### src/logic/uart_defs.svh
//~~~~~~~~~~~~~~~~~~~~~~~~~~~~~~~~~~~~~~~~~~~~~~~~~~~~~~~~~~~~~~~~~~~~~~~~~~
// UART definitions
// FIFO depth, reset divisor, stop-bit setting and the register map
// shared by the UART, its echo controller and the testbench
//~~~~~~~~~~~~~~~~~~~~~~~~~~~~~~~~~~~~~~~~~~~~~~~~~~~~~~~~~~~~~~~~~~~~~~~~~~

`ifndef UART_DEFS_SVH
`define UART_DEFS_SVH

`define UART_FIFO_DEPTH 8

// Clocks per bit after reset
`define UART_DIV_RESET 16'd16

// 0 gives one stop bit, 1 gives two
`define UART_NSTOP 1'b1

`define UART_REG_TXDATA 3'd0
`define UART_REG_RXDATA 3'd1
`define UART_REG_TXCTRL 3'd2
`define UART_REG_RXCTRL 3'd3
`define UART_REG_IP     3'd5
`define UART_REG_DIV    3'd6

`endif

### src/logic/uart_pkg.sv
//~~~~~~~~~~~~~~~~~~~~~~~~~~~~~~~~~~~~~~~~~~~~~~~~~~~~~~~~~~~~~~~~~~~~~~~~~~
// UART package
// Data widths, Wishbone request and response structs and the
// echo controller state encoding
//~~~~~~~~~~~~~~~~~~~~~~~~~~~~~~~~~~~~~~~~~~~~~~~~~~~~~~~~~~~~~~~~~~~~~~~~~~

package uart_pkg;

  typedef logic [7:0]  byte_t;
  typedef logic [2:0]  wb_addr_t;
  typedef logic [31:0] wb_data_t;
  typedef logic [3:0]  fifo_count_t;
  typedef logic [2:0]  watermark_t;
  typedef logic [15:0] baud_div_t;

  // Master to slave
  typedef struct packed {
    logic     cyc;
    logic     stb;
    logic     we;
    wb_addr_t adr;
    wb_data_t dat;
  } wb_req_t;

  // Slave to master
  typedef struct packed {
    logic     ack;
    wb_data_t dat;
  } wb_rsp_t;

  typedef enum logic [2:0] {
    idle,
    conf_rx,
    conf_tx,
    poll_ip,
    read_rx,
    write_tx
  } echo_state_t;

endpackage

### src/logic/uart_fifo.sv
//~~~~~~~~~~~~~~~~~~~~~~~~~~~~~~~~~~~~~~~~~~~~~~~~~~~~~~~~~~~~~~~~~~~~~~~~~~
// UART byte FIFO
// Circular buffer with a fill count, head entry always visible on rdata
//~~~~~~~~~~~~~~~~~~~~~~~~~~~~~~~~~~~~~~~~~~~~~~~~~~~~~~~~~~~~~~~~~~~~~~~~~~

`timescale 1ns/10ps

`include "uart_defs.svh"

module uart_fifo (
  input  logic                  clock,
  input  logic                  reset,
  input  logic                  push,
  input  logic                  pop,
  input  uart_pkg::byte_t       wdata,
  output uart_pkg::byte_t       rdata,
  output uart_pkg::fifo_count_t count,
  output logic                  empty,
  output logic                  full
);
  import uart_pkg::*;

  localparam int aw = $clog2(`UART_FIFO_DEPTH);

  byte_t         mem [`UART_FIFO_DEPTH];
  logic [aw-1:0] wr_ptr;
  logic [aw-1:0] rd_ptr;
  logic          do_push;
  logic          do_pop;

  assign empty   = (count == '0);
  assign full    = (count == fifo_count_t'(`UART_FIFO_DEPTH));
  assign do_push = push && !full;
  assign do_pop  = pop && !empty;
  assign rdata   = mem[rd_ptr];

  always_ff @(posedge clock or posedge reset) begin
    if (reset) begin
      wr_ptr <= '0;
      rd_ptr <= '0;
      count  <= '0;
    end else begin
      if (do_push) wr_ptr <= wr_ptr + 1'b1;
      if (do_pop) rd_ptr <= rd_ptr + 1'b1;
      // Simultaneous push and pop leaves the count alone
      if (do_push && !do_pop) count <= count + 1'b1;
      else if (!do_push && do_pop) count <= count - 1'b1;
    end
  end

  always_ff @(posedge clock) begin
    if (do_push) mem[wr_ptr] <= wdata;
  end

endmodule

### src/logic/uart_tx.sv
//~~~~~~~~~~~~~~~~~~~~~~~~~~~~~~~~~~~~~~~~~~~~~~~~~~~~~~~~~~~~~~~~~~~~~~~~~~
// UART serializer
// Sends start bit, eight data bits LSB first and one or two stop bits,
// each bit held for div clocks
//~~~~~~~~~~~~~~~~~~~~~~~~~~~~~~~~~~~~~~~~~~~~~~~~~~~~~~~~~~~~~~~~~~~~~~~~~~

`timescale 1ns/10ps

module uart_tx (
  input  logic                clock,
  input  logic                reset,
  input  uart_pkg::baud_div_t div,
  input  logic                nstop,
  input  logic                start,
  input  uart_pkg::byte_t     data,
  output logic                busy,
  output logic                txd
);
  import uart_pkg::*;

  baud_div_t   tick_cnt;
  logic [3:0]  bits_left;
  logic [10:0] shreg;
  logic        bit_done;
  logic        load;

  assign load     = start && !busy;
  assign bit_done = (tick_cnt == div - 16'd1);

  // Line idles high
  assign txd = busy ? shreg[0] : 1'b1;

  always_ff @(posedge clock or posedge reset) begin
    if (reset) begin
      busy      <= 1'b0;
      tick_cnt  <= '0;
      bits_left <= '0;
    end else if (load) begin
      busy      <= 1'b1;
      tick_cnt  <= '0;
      bits_left <= nstop ? 4'd11 : 4'd10;
    end else if (busy) begin
      if (bit_done) begin
        tick_cnt  <= '0;
        bits_left <= bits_left - 1'b1;
        if (bits_left == 4'd1) busy <= 1'b0;
      end else begin
        tick_cnt <= tick_cnt + 1'b1;
      end
    end
  end

  // Stop bits come from the ones shifted in at the top
  always_ff @(posedge clock) begin
    if (load) shreg <= {2'b11, data, 1'b0};
    else if (busy && bit_done) shreg <= {1'b1, shreg[10:1]};
  end

endmodule

### src/logic/uart_rx.sv
//~~~~~~~~~~~~~~~~~~~~~~~~~~~~~~~~~~~~~~~~~~~~~~~~~~~~~~~~~~~~~~~~~~~~~~~~~~
// UART deserializer
// Two-flop input sync, falling edge start detect, start bit recheck at
// half a bit, mid-bit data sampling and stop bit check
//~~~~~~~~~~~~~~~~~~~~~~~~~~~~~~~~~~~~~~~~~~~~~~~~~~~~~~~~~~~~~~~~~~~~~~~~~~

`timescale 1ns/10ps

module uart_rx (
  input  logic                clock,
  input  logic                reset,
  input  uart_pkg::baud_div_t div,
  input  logic                enable,
  input  logic                rxd,
  output logic                valid,
  output uart_pkg::byte_t     data
);
  import uart_pkg::*;

  typedef enum logic [1:0] {
    rx_idle,
    rx_start,
    rx_data,
    rx_stop
  } rx_state_t;

  rx_state_t  state;
  logic       rxd_meta;
  logic       rxd_sync;
  logic       rxd_prev;
  baud_div_t  tick_cnt;
  logic [2:0] bit_idx;
  byte_t      shreg;
  logic       full_bit;
  logic       half_bit;

  assign full_bit = (tick_cnt == div - 16'd1);
  assign half_bit = (tick_cnt == {1'b0, div[15:1]} - 16'd1);
  assign data     = shreg;

  always_ff @(posedge clock or posedge reset) begin
    if (reset) begin
      rxd_meta <= 1'b1;
      rxd_sync <= 1'b1;
      rxd_prev <= 1'b1;
    end else begin
      rxd_meta <= rxd;
      rxd_sync <= rxd_meta;
      rxd_prev <= rxd_sync;
    end
  end

  always_ff @(posedge clock or posedge reset) begin
    if (reset) begin
      state    <= rx_idle;
      tick_cnt <= '0;
      bit_idx  <= '0;
      valid    <= 1'b0;
    end else begin
      valid <= 1'b0;
      case (state)
        rx_idle: begin
          if (enable && rxd_prev && !rxd_sync) begin
            state    <= rx_start;
            tick_cnt <= '0;
          end
        end
        rx_start: begin
          if (half_bit) begin
            tick_cnt <= '0;
            bit_idx  <= '0;
            // Glitch shorter than half a bit goes back to idle
            state    <= rxd_sync ? rx_idle : rx_data;
          end else begin
            tick_cnt <= tick_cnt + 1'b1;
          end
        end
        rx_data: begin
          if (full_bit) begin
            tick_cnt <= '0;
            bit_idx  <= bit_idx + 1'b1;
            if (bit_idx == 3'd7) state <= rx_stop;
          end else begin
            tick_cnt <= tick_cnt + 1'b1;
          end
        end
        rx_stop: begin
          if (full_bit) begin
            tick_cnt <= '0;
            valid    <= rxd_sync;
            state    <= rx_idle;
          end else begin
            tick_cnt <= tick_cnt + 1'b1;
          end
        end
        default: state <= rx_idle;
      endcase
    end
  end

  always_ff @(posedge clock) begin
    if (state == rx_data && full_bit) shreg <= {rxd_sync, shreg[7:1]};
  end

endmodule

### src/logic/uart.sv
//~~~~~~~~~~~~~~~~~~~~~~~~~~~~~~~~~~~~~~~~~~~~~~~~~~~~~~~~~~~~~~~~~~~~~~~~~~
// Wishbone UART
// Classic slave with divisor, control and pending registers, transmit
// and receive FIFOs, serializer and deserializer
//~~~~~~~~~~~~~~~~~~~~~~~~~~~~~~~~~~~~~~~~~~~~~~~~~~~~~~~~~~~~~~~~~~~~~~~~~~

`timescale 1ns/10ps

`include "uart_defs.svh"

module uart (
  input  logic              clock,
  input  logic              reset,
  input  uart_pkg::wb_req_t wb_req,
  output uart_pkg::wb_rsp_t wb_rsp,
  input  logic              rxd,
  output logic              txd
);
  import uart_pkg::*;

  baud_div_t   div;
  logic        txen;
  logic        nstop;
  watermark_t  txcnt;
  logic        rxen;
  watermark_t  rxcnt;
  logic        txwm;
  logic        rxwm;
  logic        req_valid;
  logic        tx_stall;
  logic        do_access;
  logic        do_write;
  logic        ack_q;
  wb_data_t    rdat;
  wb_data_t    rdat_q;
  logic        tx_push;
  logic        tx_pop;
  logic        tx_empty;
  logic        tx_full;
  logic        tx_busy;
  byte_t       tx_byte;
  fifo_count_t tx_count;
  logic        rx_valid;
  logic        rx_push;
  logic        rx_pop;
  logic        rx_empty;
  logic        rx_full;
  byte_t       rx_in;
  byte_t       rx_byte;
  fifo_count_t rx_count;

  // A txdata write to a full FIFO holds off ack until a slot frees
  assign req_valid = wb_req.cyc && wb_req.stb && !ack_q;
  assign tx_stall  = wb_req.we && (wb_req.adr == `UART_REG_TXDATA) && tx_full;
  assign do_access = req_valid && !tx_stall;
  assign do_write  = do_access && wb_req.we;

  assign tx_push = do_write && (wb_req.adr == `UART_REG_TXDATA);
  assign rx_pop  = do_access && !wb_req.we && (wb_req.adr == `UART_REG_RXDATA);
  assign tx_pop  = txen && !tx_empty && !tx_busy;
  assign rx_push = rx_valid && !rx_full;

  assign txwm = (tx_count < {1'b0, txcnt});
  assign rxwm = (rx_count > {1'b0, rxcnt});

  assign wb_rsp.ack = ack_q;
  assign wb_rsp.dat = rdat_q;

  always_comb begin
    rdat = '0;
    case (wb_req.adr)
      `UART_REG_TXDATA: rdat[31] = tx_full;
      `UART_REG_RXDATA: begin
        rdat[31]  = rx_empty;
        rdat[7:0] = rx_byte;
      end
      `UART_REG_TXCTRL: begin
        rdat[0]     = txen;
        rdat[1]     = nstop;
        rdat[18:16] = txcnt;
      end
      `UART_REG_RXCTRL: begin
        rdat[0]     = rxen;
        rdat[18:16] = rxcnt;
      end
      `UART_REG_IP:  rdat[1:0] = {rxwm, txwm};
      `UART_REG_DIV: rdat[15:0] = div;
      default: rdat = '0;
    endcase
  end

  always_ff @(posedge clock or posedge reset) begin
    if (reset) begin
      ack_q <= 1'b0;
      div   <= `UART_DIV_RESET;
      txen  <= 1'b0;
      nstop <= 1'b0;
      txcnt <= '0;
      rxen  <= 1'b0;
      rxcnt <= '0;
    end else begin
      ack_q <= do_access;
      if (do_write) begin
        case (wb_req.adr)
          `UART_REG_TXCTRL: begin
            txen  <= wb_req.dat[0];
            nstop <= wb_req.dat[1];
            txcnt <= wb_req.dat[18:16];
          end
          `UART_REG_RXCTRL: begin
            rxen  <= wb_req.dat[0];
            rxcnt <= wb_req.dat[18:16];
          end
          `UART_REG_DIV: div <= wb_req.dat[15:0];
          default: ;
        endcase
      end
    end
  end

  // Read data captured before the pop takes effect
  always_ff @(posedge clock) begin
    if (do_access) rdat_q <= rdat;
  end

  uart_fifo u_tx_fifo (
    .clock(clock),
    .reset(reset),
    .push (tx_push),
    .pop  (tx_pop),
    .wdata(wb_req.dat[7:0]),
    .rdata(tx_byte),
    .count(tx_count),
    .empty(tx_empty),
    .full (tx_full)
  );

  uart_fifo u_rx_fifo (
    .clock(clock),
    .reset(reset),
    .push (rx_push),
    .pop  (rx_pop),
    .wdata(rx_in),
    .rdata(rx_byte),
    .count(rx_count),
    .empty(rx_empty),
    .full (rx_full)
  );

  uart_tx u_tx (
    .clock(clock),
    .reset(reset),
    .div  (div),
    .nstop(nstop),
    .start(tx_pop),
    .data (tx_byte),
    .busy (tx_busy),
    .txd  (txd)
  );

  uart_rx u_rx (
    .clock (clock),
    .reset (reset),
    .div   (div),
    .enable(rxen),
    .rxd   (rxd),
    .valid (rx_valid),
    .data  (rx_in)
  );

endmodule

### src/logic/uart_echo_ctrl.sv
//~~~~~~~~~~~~~~~~~~~~~~~~~~~~~~~~~~~~~~~~~~~~~~~~~~~~~~~~~~~~~~~~~~~~~~~~~~
// UART echo controller
// Wishbone classic master that enables the UART, polls the receive
// watermark and writes every received byte back to the transmitter
//~~~~~~~~~~~~~~~~~~~~~~~~~~~~~~~~~~~~~~~~~~~~~~~~~~~~~~~~~~~~~~~~~~~~~~~~~~

`timescale 1ns/10ps

`include "uart_defs.svh"

module uart_echo_ctrl (
  input  logic              clock,
  input  logic              reset,
  output uart_pkg::wb_req_t wb_req,
  input  uart_pkg::wb_rsp_t wb_rsp
);
  import uart_pkg::*;

  // rxen with rxcnt 0, so one byte raises rxwm
  localparam wb_data_t rxctrl_conf = 32'h0000_0001;
  // txen, stop bits and txcnt 1
  localparam wb_data_t txctrl_conf = {13'd0, 3'd1, 14'd0, `UART_NSTOP, 1'b1};

  echo_state_t state;
  wb_req_t     req;
  byte_t       echo_byte;
  logic        done;

  function automatic wb_req_t bus_access(logic we, wb_addr_t adr, wb_data_t dat);
    return '{cyc: 1'b1, stb: 1'b1, we: we, adr: adr, dat: dat};
  endfunction

  assign wb_req = req;
  assign done   = req.stb && wb_rsp.ack;

  // Request held until ack, then one idle cycle before the next one
  always_ff @(posedge clock or posedge reset) begin
    if (reset) begin
      state <= idle;
      req   <= '0;
    end else if (req.stb) begin
      if (done) begin
        req <= '0;
        case (state)
          conf_rx: state <= conf_tx;
          conf_tx: state <= poll_ip;
          // Bit 1 of ip is rxwm
          poll_ip: if (wb_rsp.dat[1]) state <= read_rx;
          read_rx: state <= wb_rsp.dat[31] ? poll_ip : write_tx;
          write_tx: state <= poll_ip;
          default: state <= idle;
        endcase
      end
    end else begin
      case (state)
        idle:     state <= conf_rx;
        conf_rx:  req <= bus_access(1'b1, `UART_REG_RXCTRL, rxctrl_conf);
        conf_tx:  req <= bus_access(1'b1, `UART_REG_TXCTRL, txctrl_conf);
        poll_ip:  req <= bus_access(1'b0, `UART_REG_IP, '0);
        read_rx:  req <= bus_access(1'b0, `UART_REG_RXDATA, '0);
        write_tx: req <= bus_access(1'b1, `UART_REG_TXDATA, {24'd0, echo_byte});
        default:  state <= idle;
      endcase
    end
  end

  always_ff @(posedge clock) begin
    if (done && state == read_rx) echo_byte <= wb_rsp.dat[7:0];
  end

endmodule

### src/logic/uart_echo_top.sv
//~~~~~~~~~~~~~~~~~~~~~~~~~~~~~~~~~~~~~~~~~~~~~~~~~~~~~~~~~~~~~~~~~~~~~~~~~~
// UART echo top level
// Echo controller driving the UART over Wishbone
//~~~~~~~~~~~~~~~~~~~~~~~~~~~~~~~~~~~~~~~~~~~~~~~~~~~~~~~~~~~~~~~~~~~~~~~~~~

`timescale 1ns/10ps

module uart_echo_top (
  input  logic clock,
  input  logic reset,
  input  logic rxd,
  output logic txd
);
  import uart_pkg::*;

  wb_req_t wb_req;
  wb_rsp_t wb_rsp;

  uart_echo_ctrl u_ctrl (
    .clock (clock),
    .reset (reset),
    .wb_req(wb_req),
    .wb_rsp(wb_rsp)
  );

  uart u_uart (
    .clock (clock),
    .reset (reset),
    .wb_req(wb_req),
    .wb_rsp(wb_rsp),
    .rxd   (rxd),
    .txd   (txd)
  );

endmodule

### config.mk
export PLATFORM = sky130hd
export DESIGN_NAME = uart_echo_top
export DESIGN_NICKNAME = d
export VERILOG_FILES = /design/src/logic/uart_pkg.sv /design/src/logic/uart_fifo.sv /design/src/logic/uart_tx.sv /design/src/logic/uart_rx.sv /design/src/logic/uart.sv /design/src/logic/uart_echo_ctrl.sv /design/src/logic/uart_echo_top.sv
export VERILOG_INCLUDE_DIRS = /design/src /design/src/logic
export SDC_FILE = /design/constraint.sdc
export NUM_CORES = 1
export LEC_CHECK = 0
export BUFFER_PORTS_ARGS = -buffer_cell sky130_fd_sc_hd__buf_4
export CAP_MARGIN = 40
export CORE_MARGIN = 3
export CORE_UTILIZATION = 35
export DETAILED_ROUTE_END_ITERATION = 7
export PLACE_DENSITY_LB_ADDON = 0.25
export SYNTH_ARGS = -nofsm -noshare
export SYNTH_HDL_FRONTEND = slang
export SYNTH_SLANG_ARGS = --single-unit
### constraint.sdc
create_clock -name clock -period 9.5 [get_ports clock]
set_input_delay 0.95 -clock clock [delete_from_list [all_inputs] [get_ports clock]]
set_output_delay 0.95 -clock clock [all_outputs]
set_load 0.02 [all_outputs]
* Word level (Yosys, flattened, before mapping)
Memory sizes are Yosys's and may differ from the RTL's.
Index checks and enable logic that the tools add are counted.
** Operators by class
- Add/sub/neg operators :: 14
- Magnitude comparators :: 2
- Equal/unequal tests :: 28
- Multiplexer cells :: 52
- Reductions and logical operators :: 63
** Operator list (number)
- one-hot mux 38 bit (5 select lines) :: 1
- 2-to-1 mux 16 bit :: 6
- 2-to-1 mux 38 bit :: 2
- == test 16 bit :: 3
- one-hot mux 16 bit (3 select lines) :: 1
- adder 16 x 1 -> 16 bit, second input constant :: 2
- 2-to-1 mux 4 bit :: 7
- logical AND 1 bit :: 27
- 2-to-1 mux 3 bit :: 6
- 2-to-1 mux 9 bit :: 2
- one-hot mux 3 bit (2 select lines) :: 3
- subtractor 15 x 1 -> 16 bit, second input constant :: 1
- subtractor 16 x 1 -> 16 bit, second input constant :: 1
- adder 3 x 1 -> 3 bit, second input constant :: 5
- == test 3 bit, second input constant :: 5
- logical NOT 1 bit :: 13
- == test 3 x 2 -> 1 bit, second input constant :: 4
- 2-to-1 mux 1 bit :: 12
- 2-to-1 mux 2 bit :: 6
- != test 2 bit, second input constant :: 6
- one-hot mux 3 bit (4 select lines) :: 1
- one-hot mux 6 bit (2 select lines) :: 1
- nonzero test 2 bit :: 6
- subtractor 4 x 1 -> 4 bit, second input constant :: 3
- other kinds (23) :: 35
** Word-level totals
- Memories :: 2
- Register bits :: 157
- Output and inout bits :: 1
- Memory bits (writable) :: 128
** Memory list
- u_uart.u_rx_fifo.mem :: depth 8, width 8, read ports 1, clocked after Yosys merged registers in 0, wr ports 1, RTL line uart_fifo.sv:25 : byte_t mem [`UART_FIFO_DEPTH];
- u_uart.u_tx_fifo.mem :: depth 8, width 8, read ports 1, clocked after Yosys merged registers in 0, wr ports 1, RTL line uart_fifo.sv:25

* Longest topological paths before layout
- Word-level depth :: 12
- Depth in mapped cells :: 15
- Depth with buffers taken out :: 13

* Hierarchy
Synthesis repeated with hierarchy kept, for this count alone.
** Unflattened totals
- Cells, all modules :: 1137
- Area, all modules :: 14664.1 sq um
** Modules (own cells, without submodules)
- uart_fifo :: cells an instance 158, area each 3138.0 sq um, times used 2
- uart_rx :: cells an instance 326, area each 2797.7 sq um, times used 1
- uart :: cells an instance 159, area each 2238.4 sq um, times used 1
- uart_tx :: cells an instance 211, area each 2004.4 sq um, times used 1
- uart_echo_ctrl :: cells an instance 125, area each 1347.5 sq um, times used 1

* Worst setup path after synthesis
OpenSTA, ideal clock, no wires.
- Kind :: register to register
- Start :: register u_uart.div[2]
- End :: register u_uart.u_rx.shreg[0], in the netlist u_uart.u_rx.data[0], enable pin
- Setup slack :: 6041 ps
- Cell stages (with the launch flop) :: 14
- Period minus slack after synthesis :: 3459 ps
- Data required time :: 9176 ps
- Arrival time :: 3135 ps
- Path buffers :: 1
- Path through :: dfrtp_1 > buf_6 > inv_1 > ha_1 > nand2b_1 > or3_1 > nor2_1 > ha_1 > xor2_1 > nand3_1 > or4b_1 > nor4_2 > nand2_1 > inv_1
** On the way
- Longest elaborated chain between the ends :: 3
** RTL lines
- from (decl) :: RTL line uart.sv:21 : baud_div_t div;
- from (signal assigned) :: RTL line uart.sv:95 : div <= `UART_DIV_RESET;
- from (signal assigned) :: RTL line uart.sv:114 : `UART_REG_DIV: div <= wb_req.dat[15:0];
- subtractor 16 x 1 -> 16 bit :: RTL line uart_rx.sv:37 : assign full_bit = (tick_cnt == div - 16'd1);
- == test 16 bit :: RTL line uart_rx.sv:37
- logical AND 1 bit :: RTL line uart_rx.sv:102 : if (state == rx_data && full_bit) shreg <= {rxd_sync, shreg[7:1]};
- to (signal assigned) :: RTL line uart_rx.sv:102
- to (decl) :: RTL line uart_rx.sv:33 : byte_t shreg;
No other way between the ends.
A chain may end at the register's enable or synchronous reset.

* Worst setup path after layout
- Start :: register u_uart.div[2]
- End :: register u_uart.u_rx.shreg[6], in the netlist u_uart.u_rx.data[6], enable pin
The elaborated chain is that of the path after synthesis.

==> flow_summary_export.csv <==
group,metric,value,unit
hold_path,worstHoldEndpoint,"u_uart.u_rx.rxd_sync$_DFF_PP1_",
place,io_buffers,3,
layout,drive_above_1_share,15.1,%
synthesis,yosys_warnings,0,
timing,slew_headroom,43.1,%
clock_tree,path_clk_slew,60,ps
layout,area.sequential,7310,sq um
detailed_routing,postRouteAntennaNets,0,
synthesis,syn_area,12000,sq um
detailed_routing,vias,7042,
timing,period_minus_slack,4010,ps
clock_tree,cts_resized,0,
detailed_routing,vias_per_cell,5.16,
setup_path,end_kind,"register",
setup_path,start_kind,"register",
synthesis,ys_async_sr_fraction,37.7,%
floorplan,die-area,36500,sq um
timing,tightest_slew,851,ps
grt,antenna_found_initial,0,
setup_path,critPathArrivalTime,4220,ps
place,hpwl,16400,microns
layout,area_growth,11.8,%
clock_tree,clock_latency,540,ps
synthesis,syn_area_per_cell,13.5,sq um
setup_path,path_max_fanout,8,
clock_tree,cts_root_buf,"clkbuf_16",
synthesis,ys_seq_area_share,61.1,%
grt,grt_pass1_vias,7070,
layout,fillers,3122,
timing,finalMaxSlewViolations,0,
timing,finalClockSkew,9.89,ps
synthesis,syn_nets,911,
hold_path,hold_path_class,"register to register",
run,maxCapViolations,0,
synthesis,ys_ff_latch,260,
grt,grt.overflow.total,0,
setup_path,regToRegSetupSlack,5490,ps
layout,nNetsFinal,923,
power_and_ir_drop,powerDensity,177,nW/um^2
synthesis,synth_flop_cell,"edfxtp_1",
synthesis,synth_edf_count,161,
detailed_routing,drt_iter0_markers,514,
setup_path,crit_required,9720,ps
timing,setup_violations,0,
setup_path,worstSetupPathType,"register to register",
timing,grt_setup_unrepaired,"no",
timing,hold_violations,0,
detailed_routing,route.detailed.drc,0,
clock_tree,cts_tree,"done",
synthesis,yosys.area.top_type,"edfxtp_1",
detailed_routing,drt-pass1-iter-count,5,
detailed_routing,wl_per_cell,17.9,microns
grt,grt_max_degree,60,
detailed_routing,routed_wl,24500,microns
layout,num_antenna_cells,0,
layout,multi_input_area,4360,sq um
clock_tree,ctsHoldBuffers,0,
clock_tree,cts.path.max_buffers,3,
grt,grt_usage,13.6,%
clock_tree,cts_post_setup_buffers_inserted,0,
floorplan,core,33600,sq um
synthesis,synthTopCellsByArea,"edfxtp_1 (40%), dfrtp_1 (20%), mux4_2 (6.0%)",
outcome,status,"finished clean",
clock_tree,numCtsBuffers,29,
power_and_ir_drop,vdd_drop_max,0.125,mV
setup_path,r2r-end,"u_uart.u_rx.data[6]$_DFFE_PP_",
floorplan,start_util,35.6,%
place,dpl_cell_area,12500,sq um
hold_path,hp-start,"u_uart.u_rx.rxd_meta$_DFF_PP1_",
power_and_ir_drop,leakagePower,4.79,nW
setup_path,worstRegToRegCells,12,
floorplan,dieHeight,191,microns
layout,fin_util,39.8,%
floorplan,placement_rows,67,
layout,final_area,13400,sq um
clock_tree,cts_sinks,260,
place,gp_congestion,0.815,
synthesis,postSynthCellCount,884,
grt,grt_pass1_wl,39900,microns
timing,setup_tns,0,ps
timing,finalCritPeriodShare,42.2,%
setup_path,r2r_start,"u_uart.div[2]$_DFFE_PP0P_",
floorplan,io_pins,4,
synthesis,synth_top_area_share,40.4,%
clock_tree,cts.htree.levels,1,
hold_path,hold_depth,0,
floorplan,die_w,191,microns
timing,fmaxAchievable,250,MHz
synthesis,synthDistinctLibCells,81,
## cell type report
| type | count | share of cell area (%) |
|---|---|---|
| inverter | 27 | 0.775 |
| timing repair buffer | 24 | 1.33 |
| sequential | 260 | 54.6 |
| tap | 448 | 4.18 |
| clock buffer | 42 | 6.08 |
| multi-input combinational | 554 | 32.6 |
| clock inverter | 11 | 0.467 |
## state kept, by name (all words and copies together) (netlist names), 4 cells and up
name / count
u_uart.u_tx_fifo.count: 4
u_uart.u_rx_fifo.mem: 64
u_uart.u_rx_fifo.count: 4
u_uart.u_tx_fifo.mem: 64
u_uart.rdat_q: 9
u_uart.u_rx.tick_cnt: 16
u_ctrl.wb_req: 15
u_uart.u_tx.shreg: 9
u_uart.u_rx.data: 8
u_uart.u_tx.tick_cnt: 16
u_uart.div: 8
u_ctrl.echo_byte: 8
u_uart.u_tx.bits_left: 4
## synth_stat cells, types with 4 or more instances
library cell,count
a21o_1,8
a21oi_1,20
a22o_1,7
a31oi_1,18
and3_1,13
buf_1,7
buf_2,4
buf_6,5
clkbuf_1,24
dfrtp_1,94
dfstp_2,4
edfxtp_1,161
ha_1,22
inv_1,26
mux2_2,15
mux2i_1,21
mux4_2,32
nand2_1,79
nand2b_1,12
nand3_1,35
nand4_1,6
nor2_1,37
nor3_1,21
nor4_1,5
o21ai_0,49
o2bb2ai_1,8
or2_2,4
or3_1,4
or4_1,7
xnor2_1,33
xor2_1,28
## critical path, stage by stage (launching register included)
cell and delay [ps]:
dfrtp_1 460, inv_1 110, ha_1 240, nand2b_1 150, or3_1 420, nor2_1 110
ha_1 260, xor2_1 150, nand3_1 90, or4b_1 590, nor4_2 580, nand2_1 240
inv_1 290
## metrics by stage
stage	cells	setup WS [ps]	power (mW)	hold slack (ps)
2_1_floorplan	884	5990	1.35	345
3_3_place_gp	1298	5610	1.37	346
3_5_place_dp	1313	5570	1.37	348
4_1_cts	1366	5530	2.41	356
5_1_grt	1366	5070	2.47	357
6_report	1366	5490	2.38	355
## where the power goes
group	leakage, nW	switching, mW	total, mW	internal, mW
logic	1.74	0.0534	0.105	0.0520
registers	2.61	0.0377	1.25	1.21
clock network	0.432	0.434	1.03	0.592
total	4.79	0.525	2.38	1.85
## layout by cell type (no fill, tap or decap), types with 9 or more instances in the layout
master,netlist,routed
xor2_1,28,28
edfxtp_1,161,161
ha_1,22,22
buf_4,3,23
xnor2_1,33,33
a21oi_1,20,20
nand2_1,79,79
clkbuf_1,24,9
clkbuf_16,0,29
nor3_1,21,18
dfrtp_1,94,94
mux2_2,15,15
nor2_1,37,37
a31oi_1,18,18
mux2i_1,21,21
nand2b_1,12,12
nand3_1,35,35
inv_1,26,25
and3_1,13,13
o21ai_0,49,49
mux4_2,32,32
## cells by family (layout without fill, tap and decap cells)
kind of cell,after synthesis,after routing,share of synthesized area [%]
flip-flops,260,260,61.1
buffers and inverters,70,104,2.64
AND/OR/NAND/NOR,250,250,10.9
multiplexers,68,68,9.18
XOR/XNOR,65,65,5.22
adder cells (fa/ha/maj),24,24,2.63
AO/OA/AOI/OAI,147,147,8.35
## how the worst max path moves through the flow
stage,slack (ps),cells after the start,endpoint,start
after floorplan,5990,1,u_ctrl.state[0]$_DFFE_PP0P_,reset
after global placement,5610,12,u_uart.u_rx.data[3]$_DFFE_PP_,u_uart.div[2]$_DFFE_PP0P_
after detailed placement,5570,12,u_uart.u_rx.data[2]$_DFFE_PP_,u_uart.div[2]$_DFFE_PP0P_
after CTS,5530,12,u_uart.u_rx.data[1]$_DFFE_PP_,u_uart.div[2]$_DFFE_PP0P_
after global routing,5070,12,u_uart.u_rx.data[1]$_DFFE_PP_,u_uart.div[2]$_DFFE_PP0P_
final,5490,12,u_uart.u_rx.data[6]$_DFFE_PP_,u_uart.div[2]$_DFFE_PP0P_
## per-layer routing
layer | track usage [%] | routed length [microns]
met1 | 19.0 | 11500
met2 | 22.9 | 11800
met3 | 1.85 | 682
met4 | 2.91 | 480
met5 | 0 | 0
No activity file was read; power rests on OpenSTA's default activity.
